`src/source/vec_pkg.sv`:
```
////////////////////
// Vector coprocessor shared definitions
// Sizes, element types, opcodes and the instruction and response
// records used between the core, the dispatcher and the lanes
////////////////////

package vec_pkg;

  ////////////////////
  // Sizes
  ////////////////////

  // Parallel lanes
  localparam int unsigned NrLanes      = 4;
  // Element width in bits
  localparam int unsigned ElemWidth    = 32;
  // Elements per vector register
  localparam int unsigned MaxVl        = 16;
  // Elements of one register held by each lane
  localparam int unsigned ElemsPerLane = MaxVl / NrLanes;
  localparam int unsigned NrVRegs      = 8;
  // Also the number of credits the core holds after reset
  localparam int unsigned QueueDepth   = 4;
  localparam int unsigned TagWidth     = 4;

  ////////////////////
  // Plain types
  ////////////////////

  typedef logic [ElemWidth-1:0]              elem_t;
  typedef logic [$clog2(NrVRegs)-1:0]        vreg_idx_t;
  // Holds 0 up to MaxVl inclusive
  typedef logic [$clog2(MaxVl+1)-1:0]        vl_t;
  typedef logic [$clog2(ElemsPerLane)-1:0]   lane_idx_t;
  typedef logic [TagWidth-1:0]               tag_t;

  // Dispatcher queue pointer and occupancy
  typedef logic [$clog2(QueueDepth)-1:0]     qptr_t;
  typedef logic [$clog2(QueueDepth+1)-1:0]   qcnt_t;

  ////////////////////
  // Encodings
  ////////////////////

  typedef enum logic [1:0] {
    OP_SPLAT,
    OP_ADD,
    OP_XOR,
    OP_REDSUM
  } vec_op_e;

  typedef enum logic [1:0] {
    IDLE,
    RUN,
    RESP
  } seq_state_e;

  ////////////////////
  // Records
  ////////////////////

  // Instruction from the core, forwarded unchanged to the lanes
  typedef struct packed {
    vec_op_e   op;
    vreg_idx_t vd;
    vreg_idx_t vs1;
    vreg_idx_t vs2;
    elem_t     scalar;
    vl_t       vl;
    tag_t      tag;
  } vec_insn_t;

  // Scalar response, one per instruction
  typedef struct packed {
    tag_t  tag;
    elem_t result;
  } vec_resp_t;

endpackage

```
`src/source/vec_dispatcher.sv`:
```
////////////////////
// Vector instruction dispatcher
// Queues core instructions, hands them to the sequencer in order
// and returns one credit per instruction that leaves the queue
////////////////////

module vec_dispatcher (
  input  logic                clk_i,
  input  logic                arst_n_i,
  // Core side
  input  logic                insn_valid_i,
  input  vec_pkg::vec_insn_t  insn_i,
  output logic                credit_o,
  // Sequencer side
  output logic                seq_req_valid_o,
  output vec_pkg::vec_insn_t  seq_req_o,
  input  logic                seq_req_ready_i
);

  ////////////////////
  // Queue storage
  ////////////////////

  vec_pkg::vec_insn_t queue_q [vec_pkg::QueueDepth];

  vec_pkg::qptr_t wr_ptr_q;
  vec_pkg::qptr_t rd_ptr_q;
  vec_pkg::qcnt_t count_q;

  logic push;
  logic pop;

  // The core only sends while it holds a credit, so a push never hits a full queue
  assign push = insn_valid_i;
  assign pop  = seq_req_valid_o && seq_req_ready_i;

  ////////////////////
  // Outputs
  ////////////////////

  // Oldest entry goes to the sequencer
  assign seq_req_valid_o = (count_q != '0);
  assign seq_req_o       = queue_q[rd_ptr_q];

  // One credit back per entry handed over
  assign credit_o = pop;

  ////////////////////
  // Pointers and count
  ////////////////////

  always_ff @(posedge clk_i or negedge arst_n_i) begin
    if (!arst_n_i) begin
      wr_ptr_q <= '0;
      rd_ptr_q <= '0;
      count_q  <= '0;
    end else begin
      if (push) begin
        wr_ptr_q <= wr_ptr_q + 1'b1;
      end
      if (pop) begin
        rd_ptr_q <= rd_ptr_q + 1'b1;
      end
      case ({push, pop})
        2'b10:   count_q <= count_q + 1'b1;
        2'b01:   count_q <= count_q - 1'b1;
        default: count_q <= count_q;
      endcase
    end
  end

  // Entry write
  always_ff @(posedge clk_i) begin
    if (push) begin
      queue_q[wr_ptr_q] <= insn_i;
    end
  end

endmodule

```
`config.mk`:
```
export PLATFORM = sky130hd
export DESIGN_NAME = vec_dispatcher
export DESIGN_NICKNAME = d
export VERILOG_FILES = /design/src/source/vec_pkg.sv /design/src/source/vec_dispatcher.sv
export SDC_FILE = /design/constraint.sdc
export NUM_CORES = 1
export LEC_CHECK = 0
export BUFFER_PORTS_ARGS = -buffer_cell sky130_fd_sc_hd__buf_2
export CAP_MARGIN = 15
export CORE_MARGIN = 2
export CORE_UTILIZATION = 57
export DETAILED_ROUTE_END_ITERATION = 12
export PLACE_DENSITY = 0.77
export REMOVE_ABC_BUFFERS = 1
export SLEW_MARGIN = 40
export SYNTH_ARGS = -nofsm -noshare
export SYNTH_HDL_FRONTEND = slang
export SYNTH_SLANG_ARGS = --single-unit
export TNS_END_PERCENT = 30
```
`constraint.sdc`:
```
create_clock -name clk_i -period 2.8 [get_ports clk_i]
set_input_delay 0.28 -clock clk_i [delete_from_list [all_inputs] [get_ports clk_i]]
set_output_delay 0.28 -clock clk_i [all_outputs]
set_load 0.05 [all_outputs]
```
# Yosys cells after proc, flatten, opt, wreduce, memory -nomap -nowiden
# Memory sizes are Yosys's and may differ from the RTL's.
# Index checks and enable logic that the tools add are counted.
# Widths: inputs -> output; s select.
[totals]
ff_bits = 7
output_inout_bits = 54
ramBits = 208
memories = 1
in_bits = 56
elab_cells = 16
[mem_list]
columns = ["name", "words", "word_bits", "read_ports", "rd_ports_with_merged_regs", "write_ports", "line_no", "source"]
rows = [
  ["queue_q", 4, 52, 1, 0, 1, "vec_dispatcher.sv:24", "vec_pkg::vec_insn_t queue_q [vec_pkg::QueueDepth];"],
]
[op_classes]
muxes = 3
n_reduce_logical = 3
n_addsub = 4
eq_ne = 2
[op_table]
columns = ["cell", "n"]
rows = [
  ["$pmux 3 s2", 1],
  ["$add 2x1->2 const B", 2],
  ["$add 3x1->3 const B", 1],
  ["$reduce_bool 3->1", 1],
  ["$sub 3x1->3 const B", 1],
  ["$eq 2x1->1 const B", 1],
  ["$eq 2x2->1 const B", 1],
  ["$mux 1", 2],
  ["$reduce_bool 2->1", 1],
  ["$logic_and 1x1->1", 1],
]

# Depth between registers and ports, before layout
[depth]
ltp_word = 4
mapped_depth = 7
depth_no_buf = 7

# Least setup slack after synthesis
# Ideal clock, no wire load.
[synth_path]
path_type = "reg-to-reg"
from = "register wr_ptr_q[0]"
to = "memory queue_q[2][0] (netlist name) (enable)"
path_slack_ps = 528
synth_period_minus_slack_ps = 2272
t_required_ps = 2385
arrival_time_ps = 1857
n_path_buf = 0
stages_incl_launch_ff = 4
cell_sequence = "dfrtp_1 -> inv_1 -> ha_1 -> and2_1"
[synth_lines]
columns = ["element", "line_no", "source"]
rows = [
  ["start, declared", "vec_dispatcher.sv:26", "vec_pkg::qptr_t wr_ptr_q;"],
  ["start signal, assigned", "vec_dispatcher.sv:59", "wr_ptr_q <= wr_ptr_q + 1'b1;"],
  ["end, declared", "vec_dispatcher.sv:24", ""],
]
# Straight into the memory's write port.

==> metrics.yaml <==
outcome: "completed"
synth_mux_area_frac: 0.150
cts_tree: "done"
slew_headroom: 0.574
drive_gt1_frac: 0.428
clk_pin_slew_worst_paths_ns: 0.06
period_needed_ns: 2.52
worstMarginPinSlew_ns: 0.640
synth_cells: 308
fin_nets: 523
postRouteAntennaNets: 0
slew_viol_final: 0
core_mm2: 0.0138
max_freq_ghz: 0.396
synth_warnings: 0
grt_start_max_net_pins: 34
yosysSeqAreaShare: 0.805
gp_congestion: 0.715
placedCellCount: 597
final_cells: 655
vias: 3617
syn_avg_cell_area_um2: 25.9
multi_input_area_mm2: 0.00139
drc: 0
cts_buffers: 22
finalHoldViolCount: 0
drt-total-wl_mm: 13.5
boundaryPins: 110
synth_xor_area_frac: 0.00659
grt_util_all_layers: 0.193
htree_levels: 1
wl_per_cell_um: 20.6
rsz0062_at_grt: "false"
grt_pass1_vias: 3910
postCtsResizedCells: 0
die_area_mm2: 0.0149
cts_buffer_depth: 3
dpl.hpwl_mm: 8.27
hold_slack_ns: 0.0138
grt-ovfl-total: 0
synth_compound_area_frac: 0.00173
post_cts_buffers: 0
cp.buffers_inverters: 2
register_area_mm2: 0.00643
fin_skew_ns: 0.00748
die_w_um: 122
synth-simple-area-share: 0.00534
critPathKind: "reg -> out"
max_cap_violations: 0
slowest_stage: "dfrtp_4"
power.density_mw_per_mm2: 1200
crit_path_max_incr_delay_ns: 0.67
die_y_um: 122
filler_cell_count: 858
cp_top_family: "flip-flops"
via_per_inst: 5.52
grt_pass1_wl_mm: 21.4
setup_viol: 0
cts_sinks: 215
dr.pass1.iters: 4
cp.arrival_ns: 2.24
ir_worst_vdd_uv: 838
synth_fa_ha_area_frac: 0.0104
initialDrtViolationCount: 295
clockRootBuffer: "clkbuf_16"
portBuffers: 109
areaGrowthSynthToFinish_pct: 20.9
cp-start-kind: "flip-flop"
rows: 43
cp.required_ns: 2.52
place_ws_ns: 0.743
ys_ff_latch: 215
critPathMaxFanout: 18
synth_top_family_by_area: "multiplexers"
clock_latency_ns: 0.49
p_leak_uw: 0.00339
ys_types: 19
fin_crit_sh: 0.901
crit_chain: "buf_4 > mux4_1 > buf_2"
min_path_type: "in -> reg"
antenna_found_initial: 2
mappedNetlistArea_mm2: 0.00797
finalWorstSetupSlack_ns: 0.277
endpoint_kind: "output pin"
start_util: 0.579
==> cell families after synthesis <==
logic type | count (synthesis)
flip-flops | 215
multiplexers | 53
buffers and inverters | 18
AND/OR/NAND/NOR | 8
XOR/XNOR | 6
adder cells (fa/ha/maj) | 6
AO/OA/AOI/OAI | 2
==> cell usage after synthesis (all sizes together) <==
cell type / number / area, um2
nand2: 2 / 7.51
mux4: 52 / 1190
edfxtp: 208 / 6250
dfrtp: 7 / 175
fa: 1 / 20.0
ha: 5 / 62.6
mux2i: 1 / 10.0
xor2: 4 / 35.0
nor2: 1 / 3.75
inv: 6 / 22.5
and2: 4 / 25.0
xnor2: 2 / 17.5
buf: 12 / 141
o21ai: 1 / 5.00
or3: 1 / 6.26
o31a: 1 / 8.76
==> worst register-to-register path, cell delays in order (launching register included) <==
cell and delay, ns:
dfrtp_1 0.41, o31a_1 0.27, ha_1 0.21, inv_1 0.06, fa_1 0.37, xor2_1 0.15
nor2_1 0.12, xor2_1 0.16
==> per-stage QoR <==
step                      setup TNS (ns)  power [uW]  utilization  instance area [um2]
final                                  0       11500        0.700                 9640
after detailed placement               0        8890        0.635                 8750
after global placement                 0        8820        0.635                 8750
after CTS                              0       11700        0.700                 9640
after global routing                   0       12000        0.700                 9640
after floorplan                   -21.76        7810            -                 7830
==> layout by cell type, fill, tap and decap left out, types with 2 or more instances in the layout <==
cell           count
buf_4              8
buf_2            109
dfrtp_1            5
bufinv_16          2
clkbuf_16         23
dlygate4sd3_1     20
clkinv_1           6
xor2_1             4
nand2_1            2
xnor2_1            2
and2_2             4
mux4_1             4
edfxtp_1         208
buf_12             4
mux4_2            48
clkinv_2           3
inv_1              6
ha_1               5
clkbuf_1           3
==> layout make-up <==
cell class,instances,share of cell area
flip-flops and latches,215,0.667
multi-input cells,75,0.144
repair buffers,141,0.0919
clock buffers,26,0.0609
well taps,180,0.0234
clock inverters,11,0.0101
inverters,6,0.00234
diodes,1,0.000260
==> path summary, 6_finish.rpt <==
check                      slack (ns)  cells past startpoint   startpoint             end
max                              0.28                      3  rd_ptr_q[0]    seq_req_o[2]
min                              0.01                      1   insn_i[19]  queue_q[3][19]
max reg2reg                      0.97                      7   count_q[0]      count_q[2]
min reg2reg                      0.50                      1   count_q[2]      count_q[2]
max in group asynchronous        2.44                      2     arst_n_i     rd_ptr_q[0]
min in group asynchronous        0.16                      2     arst_n_i      count_q[2]
==> registers in the layout, summed over array words and instances (netlist names) <==
signal,count
rd_ptr_q,2
count_q,3
wr_ptr_q,2
queue_q,208
==> power by group <==
part / internal (uW) / total (uW) / switching [uW]
logic: 1360 / 4300 / 2940
clock network: 1660 / 2740 / 1080
registers: 4220 / 4480 / 261
total: 7240 / 11500 / 4280
==> what timing repair did <==
item / CTS / global route
setup endpoints to repair: 0 / 0
hold buffers: 20 / 0
endpoints found under the hold margin: 78 / 0
==> routing by layer <==
| metal | global-route usage | vias up | wire length [um] |
|---|---|---|---|
| met1 | 0.263 | 1864 | 5470 |
| li1 | - | 1614 | - |
| met3 | 0.0432 | 22 | 902 |
| met2 | 0.319 | 115 | 6900 |
| met4 | 0.0532 | 2 | 235 |
| met5 | 0 | - | 13 |
Power figures use the tool's default switching activity.
