<file path="src/source/vec_pkg.sv">
////////////////////
// Vector coprocessor shared definitions
// Sizes, element types, opcodes and the instruction and response
// records used between the core, the dispatcher and the lanes
////////////////////

package vec_pkg;

  ////////////////////
  // Sizes
  ////////////////////

  // Parallel lanes
  localparam int unsigned NrLanes      = 4;
  // Element width in bits
  localparam int unsigned ElemWidth    = 32;
  // Elements per vector register
  localparam int unsigned MaxVl        = 16;
  // Elements of one register held by each lane
  localparam int unsigned ElemsPerLane = MaxVl / NrLanes;
  localparam int unsigned NrVRegs      = 8;
  // Also the number of credits the core holds after reset
  localparam int unsigned QueueDepth   = 4;
  localparam int unsigned TagWidth     = 4;

  ////////////////////
  // Plain types
  ////////////////////

  typedef logic [ElemWidth-1:0]              elem_t;
  typedef logic [$clog2(NrVRegs)-1:0]        vreg_idx_t;
  // Holds 0 up to MaxVl inclusive
  typedef logic [$clog2(MaxVl+1)-1:0]        vl_t;
  typedef logic [$clog2(ElemsPerLane)-1:0]   lane_idx_t;
  typedef logic [TagWidth-1:0]               tag_t;

  // Dispatcher queue pointer and occupancy
  typedef logic [$clog2(QueueDepth)-1:0]     qptr_t;
  typedef logic [$clog2(QueueDepth+1)-1:0]   qcnt_t;

  ////////////////////
  // Encodings
  ////////////////////

  typedef enum logic [1:0] {
    OP_SPLAT,
    OP_ADD,
    OP_XOR,
    OP_REDSUM
  } vec_op_e;

  typedef enum logic [1:0] {
    IDLE,
    RUN,
    RESP
  } seq_state_e;

  ////////////////////
  // Records
  ////////////////////

  // Instruction from the core, forwarded unchanged to the lanes
  typedef struct packed {
    vec_op_e   op;
    vreg_idx_t vd;
    vreg_idx_t vs1;
    vreg_idx_t vs2;
    elem_t     scalar;
    vl_t       vl;
    tag_t      tag;
  } vec_insn_t;

  // Scalar response, one per instruction
  typedef struct packed {
    tag_t  tag;
    elem_t result;
  } vec_resp_t;

endpackage

</file>
<file path="src/source/vec_sequencer.sv">
////////////////////
// Vector sequencer
// Runs one instruction at a time on all lanes, then folds the
// lane partials into a tagged scalar response
////////////////////

module vec_sequencer (
  input  logic                                       clk_i,
  input  logic                                       arst_n_i,
  // Dispatcher side
  input  logic                                       seq_req_valid_i,
  input  vec_pkg::vec_insn_t                         seq_req_i,
  output logic                                       seq_req_ready_o,
  // Lane side
  output logic                                       lane_start_o,
  output vec_pkg::vec_insn_t                         lane_req_o,
  input  logic [vec_pkg::NrLanes-1:0]                lane_done_i,
  input  vec_pkg::elem_t [vec_pkg::NrLanes-1:0]      lane_partial_i,
  // Core side
  output logic                                       resp_valid_o,
  output vec_pkg::vec_resp_t                         resp_o
);

  vec_pkg::seq_state_e state_q;
  logic                lane_start_q;
  vec_pkg::vec_insn_t  insn_q;
  vec_pkg::vec_resp_t  resp_q;

  logic           req_fire;
  logic           all_done;
  vec_pkg::elem_t red_total;

  assign seq_req_ready_o = (state_q == vec_pkg::IDLE);
  assign req_fire        = seq_req_valid_i && seq_req_ready_o;

  // Lanes still show done during the start pulse, so skip that cycle
  assign all_done = !lane_start_q && (&lane_done_i);

  ////////////////////
  // Reduction fold
  ////////////////////

  always_comb begin
    red_total = insn_q.scalar;
    for (int unsigned l = 0; l < vec_pkg::NrLanes; l++) begin
      red_total = red_total + lane_partial_i[l];
    end
  end

  ////////////////////
  // FSM
  ////////////////////

  always_ff @(posedge clk_i or negedge arst_n_i) begin
    if (!arst_n_i) begin
      state_q      <= vec_pkg::IDLE;
      lane_start_q <= 1'b0;
    end else begin
      lane_start_q <= 1'b0;
      case (state_q)
        vec_pkg::IDLE: begin
          if (req_fire) begin
            state_q      <= vec_pkg::RUN;
            lane_start_q <= 1'b1;
          end
        end
        vec_pkg::RUN: begin
          if (all_done) begin
            state_q <= vec_pkg::RESP;
          end
        end
        vec_pkg::RESP: begin
          state_q <= vec_pkg::IDLE;
        end
        default: begin
          state_q <= vec_pkg::IDLE;
        end
      endcase
    end
  end

  // Instruction held stable for the lanes while they run
  always_ff @(posedge clk_i) begin
    if (req_fire) begin
      insn_q <= seq_req_i;
    end
    if ((state_q == vec_pkg::RUN) && all_done) begin
      resp_q.tag    <= insn_q.tag;
      // Only reductions carry a scalar result
      resp_q.result <= (insn_q.op == vec_pkg::OP_REDSUM) ? red_total : '0;
    end
  end

  assign lane_start_o = lane_start_q;
  assign lane_req_o   = insn_q;
  assign resp_valid_o = (state_q == vec_pkg::RESP);
  assign resp_o       = resp_q;

endmodule

</file>
<file path="config.mk">
export PLATFORM = sky130hd
export DESIGN_NAME = vec_sequencer
export DESIGN_NICKNAME = d
export VERILOG_FILES = /design/src/source/vec_pkg.sv /design/src/source/vec_sequencer.sv
export SDC_FILE = /design/constraint.sdc
export NUM_CORES = 1
export LEC_CHECK = 0
export ABC_AREA = 1
export BUFFER_PORTS_ARGS = -buffer_cell sky130_fd_sc_hd__buf_2
export CORE_ASPECT_RATIO = 0.7
export CORE_MARGIN = 3
export CORE_UTILIZATION = 42
export DETAILED_ROUTE_END_ITERATION = 16
export PLACE_DENSITY = 0.68
export SLEW_MARGIN = 15
export SYNTH_ARGS = -nofsm -noshare
export SYNTH_HDL_FRONTEND = slang
export SYNTH_SLANG_ARGS = --single-unit
</file>
<file path="constraint.sdc">
create_clock -name clk_i -period 4.5 [get_ports clk_i]
set_input_delay 0.45 -clock clk_i [delete_from_list [all_inputs] [get_ports clk_i]]
set_output_delay 0.45 -clock clk_i [all_outputs]
set_load 0.01 [all_outputs]
</file>
# Word-level counts from Yosys, hierarchy flattened
# Index checks and enable logic that the tools add are counted.
dict set report word_totals {
  regBits 91
  input_bits 187
  out_inout_bits 91
  word_cells 32
}
dict set report classes {
  n_addsub 4
  eq_ne 5
  mux 5
  reduce_logical 7
}
# op n
set ops {}
lappend ops {{$add 32x32->32} 4}
lappend ops {{$eq 2x2->1 const B} 2}
lappend ops {{$mux 2} 2}
lappend ops {{$pmux 2 s2} 1}
lappend ops {{$reduce_and 4->1} 1}
lappend ops {{$logic_and 1x1->1} 3}
lappend ops {{$eq 2x1->1 const B} 1}
lappend ops {{$logic_not 2->1} 1}
lappend ops {{$mux 1} 2}
lappend ops {{$ne 2x1->1 const B} 1}
lappend ops {{$ne 2x2->1 const B} 1}
lappend ops {{$reduce_and 2->1} 1}
lappend ops {{$logic_not 1->1} 1}

# Longest topological paths before layout
# Gate-level depths: netlist (run 1).
dict set report logic_depth {
  word_depth 4
  depth_mapped 19
  mapped_depth_nobuf 19
}

# Worst setup path before layout (run 1)
# Ideal clock, no wire load.
dict set report synth_timing {
  path_kind {input port to flip-flop}
  from {input port lane_partial_i[1] (netlist name)}
  to {register resp_q, in the netlist resp_o[25], data pin}
  setup_ps 250
  t_arrival_ps 3270
  required_time_ps 4250
  slack_ps 980
  stages 18
  path_buffers 0
  path_cell_list {inv_1 > fa_1 > fa_1 > fa_1 > inv_1 > ha_1 > inv_1 > fa_1 > inv_1 > nand3_1 > nand3_1 > nand2_1 > nand2_1 > nand2_1 > nand3_1 > nand2_1 > inv_2 > nor2_1}
}
dict set report synth_between {
  elab_chain_cells 4
}
# element line_no
set synth_rtl {}
lappend synth_rtl {{start, declared} vec_sequencer.sv:18} ;# input vec_pkg::elem_t [vec_pkg::NrLanes-1:0] lane_partial_i,
lappend synth_rtl {{$add 32x32->32 (4 in series)} vec_sequencer.sv:46} ;# red_total = red_total + lane_partial_i[l];
lappend synth_rtl {{end, declared} vec_sequencer.sv:27} ;# vec_pkg::vec_resp_t resp_q;
# Every way passes these cells.
# A chain may end at the register's enable or synchronous reset.

# Final worst setup path (run 1)
dict set report layout_timing {
  from {register insn_q, in the netlist lane_req_o[10]}
  to {register resp_q, in the netlist resp_o[29], data pin}
}
dict set report layout_between {
  elab_chain_cells 4
}
# element line_no
set layout_rtl {}
lappend layout_rtl {{start, declared} vec_sequencer.sv:26} ;# vec_pkg::vec_insn_t insn_q;
lappend layout_rtl {{start signal, assigned} vec_sequencer.sv:85} ;# insn_q <= seq_req_i;
lappend layout_rtl {{$add 32x32->32 (4 in series)} vec_sequencer.sv:46}
# Every way passes these cells.

==> results of run 1 <==
metal layers:
layer / up-vias / part of all wire, % / track usage (%)
met5: - / 0.062 / 0
met3: 14 / 9.6 / 6.58
met1: 3103 / 47 / 28.5
li1: 3485 / - / -
met4: 2 / 0.81 / 3.56
met2: 229 / 42 / 31.3
synth_stat cells (3+ instances only):
cell | count | share of area [%]
nand2_1 | 204 | 9.2
nand3b_1 | 5 | 0.45
nand4_1 | 7 | 0.53
nand3_1 | 26 | 1.6
ha_1 | 32 | 4.8
edfxtp_1 | 88 | 32
nor3_1 | 4 | 0.24
inv_2 | 16 | 0.72
nor3_2 | 3 | 0.36
nand3_2 | 6 | 0.72
dfrtp_1 | 3 | 0.90
nor2_1 | 60 | 2.7
inv_1 | 368 | 17
nand2_2 | 20 | 1.5
a21oi_2 | 3 | 0.32
nor2_2 | 9 | 0.68
o21a_1 | 3 | 0.27
o21ai_0 | 9 | 0.54
a21oi_1 | 30 | 1.8
fa_1 | 92 | 22
power by group:
part	internal, mW	total [mW]	switching [mW]
registers	1.09	1.13	0.0376
logic	1.36	4.07	2.70
clock network	0.396	0.788	0.393
worst max-delay path by stage:
stage                                  from          to  slack, ps  cells after the start
after floorplan           lane_partial_i[1]  resp_o[25]        980                     18
after global placement    lane_partial_i[1]  resp_o[29]        460                     17
after detailed placement  lane_partial_i[1]  resp_o[29]        420                     17
after CTS                    lane_req_o[10]  resp_o[29]        550                     16
after global routing         lane_req_o[10]  resp_o[29]        320                     16
final                        lane_req_o[10]  resp_o[29]        540                     16
metrics by stage:
step                power [mW]  cell area [sq um]
CTS                       6.01              10300
detailed placement        5.19              10000
global route              6.65              10300
finish                    5.98              10300
global placement          5.17              10000
floorplan                 4.09               8300
kinds of logic (layout without fill, tap and decap cells):
family | Yosys count | in the layout | synth area share (%)
fa+ha+maj | 124 | 124 | 27.0
simple gates | 351 | 351 | 18.8
flops | 91 | 91 | 32.7
buf+inv | 386 | 680 | 17.5
compound gates | 55 | 55 | 3.77
xor+xnor | 2 | 2 | 0.211
worst register-to-register path, stage by stage, from the launching register on:
cell	delay, ps
edfxtp_1	350
inv_1	60
fa_1	560
fa_1	460
fa_1	470
inv_1	70
ha_1	220
inv_1	70
fa_1	410
inv_1	150
nand3_1	80
nand3_1	220
nand2_1	110
nand3_2	110
nand2_1	120
a21oi_1	170
nor2_1	70
flip-flops by register name, indices dropped and copies added, names as in the netlist:
| register | cells |
|---|---|
| lane_req_o | 52 |
| state_q | 2 |
| lane_start_o | 1 |
| resp_o | 36 |
final cells by class:
cell class,instances,area [sq um]
Clock buffer,9,225
Clock inverter,7,80.1
Fill cell,1937,8780
Inverter,384,1440
Multi-Input combinational cell,532,4140
Sequential cell,91,2720
Tap cell,264,330
Timing Repair Buffer,280,1410
cells in the final DEF, fill, tap and decap left out, drive strengths merged, types with 5 or more instances in the layout:
cell / n
a21oi: 33
nand3: 32
edfxtp: 88
buf: 279
nor3: 7
ha: 32
fa: 92
nand3b: 5
nor2: 71
nand4: 7
nand2: 226
o21ai: 11
inv: 387
clkbuf: 9
repair_timing:
action                    4_1_cts  5_1_grt
gates resized for setup         0        0
hold buffers                    1        0
hold endpoints to repair        3        0
==> impl_metrics.csv, run 1 <==
group,metric,value,unit
outcome,status,"finished clean",
die,start_util,43.4,%
cells_and_area,antenna_cells,0,
drt,viasPerCell,4.36,
drt,first_pass_iters,4,
worst_setup_path,cp_cell_sequence,"inv_1 -> fa_1 -> fa_1 -> fa_1 -> inv_1 -> ha_1 -> inv_1 -> fa_1 -> inv_1 -> nand3_1 -> nand3_1 -> nand2_1 -> nand3_2 -> nand2_1 -> a21oi_1 -> nor2_1",
timing,max_freq,252,MHz
timing,setup_slack,536,ps
logic_synthesis,yosysWarnings,0,
power_and_ir_drop,power_density,578,nW/um^2
worst_setup_path,cp_max_fo,5,
logic_synthesis,synth-seq-cells,91,
logic_synthesis,async_flop_share,3.30,%
logic_synthesis,syn_area,8300,sq um
placed_design,hpwl,18100,um
timing,finalSetupViolations,0,
placed_design,gp_congestion,0.880,
timing,fin_hold_ws,263,ps
logic_synthesis,syn_avg_cell_area,8.23,sq um
worst_setup_path,rr_worst_depth,16,
worst_setup_path,crit_family,"adder cells",
worst_setup_path,crit_buf_inv,4,
timing,hold_viol,0,
hold_path,holdPathStages,1,
die,pin_count,278,
placed_design,place_ws,420,ps
cells_and_area,final_util,54.1,%
global_route,antenna_found_initial,1,
logic_synthesis,ys_seq_area_share,32.7,%
hold_path,hold_start,"seq_req_i[40]",
timing,finalCritPeriodShare,88.1,%
drt,drc,0,
clock_network,cts_made_buffers,9,
die,rows,42,
logic_synthesis,synth_edf_count,88,
job,max_cap_viol_count,0,
timing,relSlewSlack,40.7,%
logic_synthesis,synth_nets,1320,
timing,fin_crit,3960,ps
cells_and_area,instances_no_fill,1567,
power_and_ir_drop,irDropWorstVdd,0.000199,V
logic_synthesis,ys.flop_type,"edfxtp_1",
cells_and_area,finalNetCount,1609,
drt,antenna_left,0,
drt,wl_per_cell,13.4,um
worst_setup_path,endpoint_kind,"register",
clock_network,cts_sinks,91,
worst_setup_path,r2r_setup_slack,540,ps
clock_network,clkTransAtPathRegs,80,ps
placed_design,dp_cells,1550,
power_and_ir_drop,leakage,5.94,nW
timing,drv_slew,0,
logic_synthesis,syn_inst,1009,
worst_setup_path,required,4610,ps
worst_setup_path,critical_path_class,"register to register",
die,coreArea,19100,sq um
clock_network,clockBufferDepth,2,
global_route,overflow,0,
placed_design,port_buffers,277,
timing,tns,0,ps
die,die_y,124,um
worst_setup_path,critical_path_arrival,4070,ps
drt,drt_iter0_markers,295,
global_route,grt_max_degree,39,
clock_network,cts_root_buffer,"clkbuf_16",
timing,tightest_slew,889,ps
logic_synthesis,synthDistinctLibCells,34,
drt,drt-total-wl,21000,um
hold_path,hp-class,"input port to register",
hold_path,min_to,"lane_req_o[40]",
clock_network,clk_latency,350,ps
drt,vias,6833,
worst_setup_path,cp-start-kind,"register",
clock_network,cts_post_setup_buffers_inserted,0,
worst_setup_path,timing.rr.start,"lane_req_o[10]",
cells_and_area,area_growth,24.6,%
global_route,grt_use_total,20.3,%
worst_setup_path,slowest_delay,560,ps
die,die_w,174,um
clock_network,htreeDepth,3,
worst_setup_path,r2r-end,"resp_o[29]",
worst_setup_path,critical_path.slowest_cell,"fa_1",
timing,skew,9.14,ps
global_route,grt_pass1_wl,34100,um
cells_and_area,drive_gt1_share,27.6,%
clock_network,cts_tree,"built",
timing,rsz0062_at_grt,"false",
global_route,grt_pass1_vias,6884,
die,dieArea,21500,sq um
Note: power is estimated with default switching activity, not from simulation.
==> run 2: changes to the inputs <==
--- a/config.mk
+++ b/config.mk
@@ -12,6 +12,7 @@
 export CORE_UTILIZATION = 42
 export DETAILED_ROUTE_END_ITERATION = 16
 export PLACE_DENSITY = 0.68
+export RECOVER_POWER = 100
 export SLEW_MARGIN = 15
 export SYNTH_ARGS = -nofsm -noshare
 export SYNTH_HDL_FRONTEND = slang
==> run 2 against run 1 <==
Net effect: the flow now finishes with violations (capacitance limit, slew limit); die area did not move; sequential share of layout area is 0.49 points higher; cell count stayed put; global-route usage unchanged; via count increased by 0.20%; register-to-register slack lost 60 ps; highest routed layer unchanged; utilization is 0.99 points lower; first-iteration DRC count is 5.8% higher; critical path depth stayed put; design area is 1.8% lower; total power fell by 1.8%.
==> impl_metrics.csv, run 2 (synthesis gave the netlist of run 1 again) <==
group,metric,value,unit
outcome,status,"finished with violations",
outcome,violations,"capacitance limit, slew limit",
clock_network,cts_root_buffer,"clkbuf_16",
hold_path,min_to,"lane_req_o[20]",
clock_network,htreeDepth,3,
die,die_y,124,um
timing,max_freq,248,MHz
worst_setup_path,r2r-end,"resp_o[29]",
global_route,overflow,0,
global_route,antenna_found_initial,1,
job,max_cap_viol_count,1,
hold_path,hp-class,"input port to register",
worst_setup_path,crit_start,"lane_req_o[10]",
hold_path,holdPathStages,1,
power_and_ir_drop,leakage,5.65,nW
clock_network,clk_latency,360,ps
worst_setup_path,rr_worst_depth,16,
timing,finalCritPeriodShare,89.5,%
power_and_ir_drop,power.total,5.88,mW
worst_setup_path,r2r_setup_slack,470,ps
clock_network,cts_resized,0,
clock_network,cts_sinks,91,
die,pin_count,278,
die,coreArea,19100,sq um
cells_and_area,multi_input_area,4070,sq um
timing,finalSetupViolations,0,
clock_network,clockBufferDepth,2,
global_route,grt_pass1_wl,34100,um
die,die_w,174,um
drt,antenna_left,0,
worst_setup_path,critical_path_class,"register to register",
cells_and_area,final_common_cell,"inv_1",
drt,viasPerCell,4.37,
clock_network,cts_tree,"built",
die,rows,42,
drt,vias,6847,
drt,first_pass_iters,4,
global_route,grt_use_total,20.3,%
power_and_ir_drop,irDropWorstVdd,0.000199,V
drt,drc,0,
cells_and_area,largest_reg_flops,52,
timing,fin_crit,4030,ps
worst_setup_path,critical_path_arrival,4140,ps
placed_design,port_buffers,277,
cells_and_area,antenna_cells,0,
cells_and_area,area_growth,22.3,%
clock_network,cts_made_buffers,9,
worst_setup_path,required,4610,ps
worst_setup_path,cp-start-kind,"register",
timing,rsz0062_at_grt,"false",
hold_path,hold_start,"seq_req_i[20]",
timing,tns,0,ps
placed_design,hpwl,18100,um
global_route,grt_max_degree,39,
die,dieArea,21500,sq um
drt,drt-total-wl,21000,um
cells_and_area,finalNetCount,1609,
cells_and_area,n_fill_cell,2000,
clock_network,clkTransAtPathRegs,80,ps
power_and_ir_drop,power_density,579,nW/um^2
placed_design,placed_area,10000,sq um
timing,relSlewSlack,-55.5,%
timing,skew,9.71,ps
cells_and_area,final_area,10200,sq um
cells_and_area,seq_area,2720,sq um
drt,drt_iter0_markers,312,
timing,hold_viol,0,
cells_and_area,layout_common_cells,"369 x inv_1, 214 x nand2_1, 185 x buf_2",
worst_setup_path,cp_max_fo,5,
timing,tightest_slew,2320,ps
worst_setup_path,timing.rr.start,"lane_req_o[10]",
cells_and_area,drive_gt1_share,19.0,%
drt,wl_per_cell,13.4,um
die,start_util,43.4,%
global_route,grt_pass1_vias,6884,
worst_setup_path,endpoint_kind,"register",
timing,drv_slew,22,
placed_design,gp_congestion,0.880,
==> run 2: cell types whose count changed in the layout (fill, tap and decap cells not counted), moves of 4 or more <==
cell and delta:
nand3_2 -4, buf_2 -92, clkbuf_1 +93, nand2_2 -8, nand3_1 +4, nand2_1 +10
==> run 2: worst max path at each step <==
stage / end / slack (ps)
2_1_floorplan: resp_o[25] / 980
3_3_place_gp: resp_o[29] / 460
3_5_place_dp: resp_o[29] / 420
4_1_cts: resp_o[29] / 550
5_1_grt: resp_o[29] / 220
6_report: resp_o[29] / 470
==> run 2: what timing repair did <==
item,in CTS,in global routing
hold endpoints to repair,3,0
buffers inserted,0,0
hold buffers,1,0
==> run 2: worst max-delay path: stages, from the launching register on <==
cell and delay [ps]:
edfxtp_1 360, inv_1 60, fa_1 560, fa_1 460
fa_1 470, inv_1 70, ha_1 220, inv_1 70
fa_1 410, inv_1 150, nand3_1 80, nand3_1 220
nand2_1 90, nand3_1 170, nand2_1 140, a21oi_1 170
nor2_1 80
==> run 2: cell type report <==
type	count	share of cell area, %
clock inverter	7	0.788
tap	264	3.25
timing repair buffer	280	12.7
clock buffer	9	2.22
inverter	384	14.2
sequential	91	26.8
multi-input combinational	532	40.1
==> run 2: per-layer routing <==
metal  GRT usage (%)  routed length [um]  up-vias
li1                -                   -     3486
met1            28.5               10100     3117
met2            31.3                8860      228
met3            6.58                1890       14
met4            3.56                 176        2
met5               0                  20        -
==> run 2: report_power, final <==
part	switching [mW]	internal, mW
logic	2.65	1.30
registers	0.0402	1.09
clock network	0.393	0.396
==> run 2: through the flow <==
step | worst slack (ps) | cells | utilization, % | hold slack [ps]
4_1_cts | 550 | 1567 | 54.1 | 249
2_1_floorplan | 980 | 1009 | - | 154
6_report | 474 | 1567 | 53.1 | 262
5_1_grt | 222 | 1567 | 53.1 | 249
3_3_place_gp | 460 | 1550 | 52.4 | 248
3_5_place_dp | 420 | 1550 | 52.4 | 252
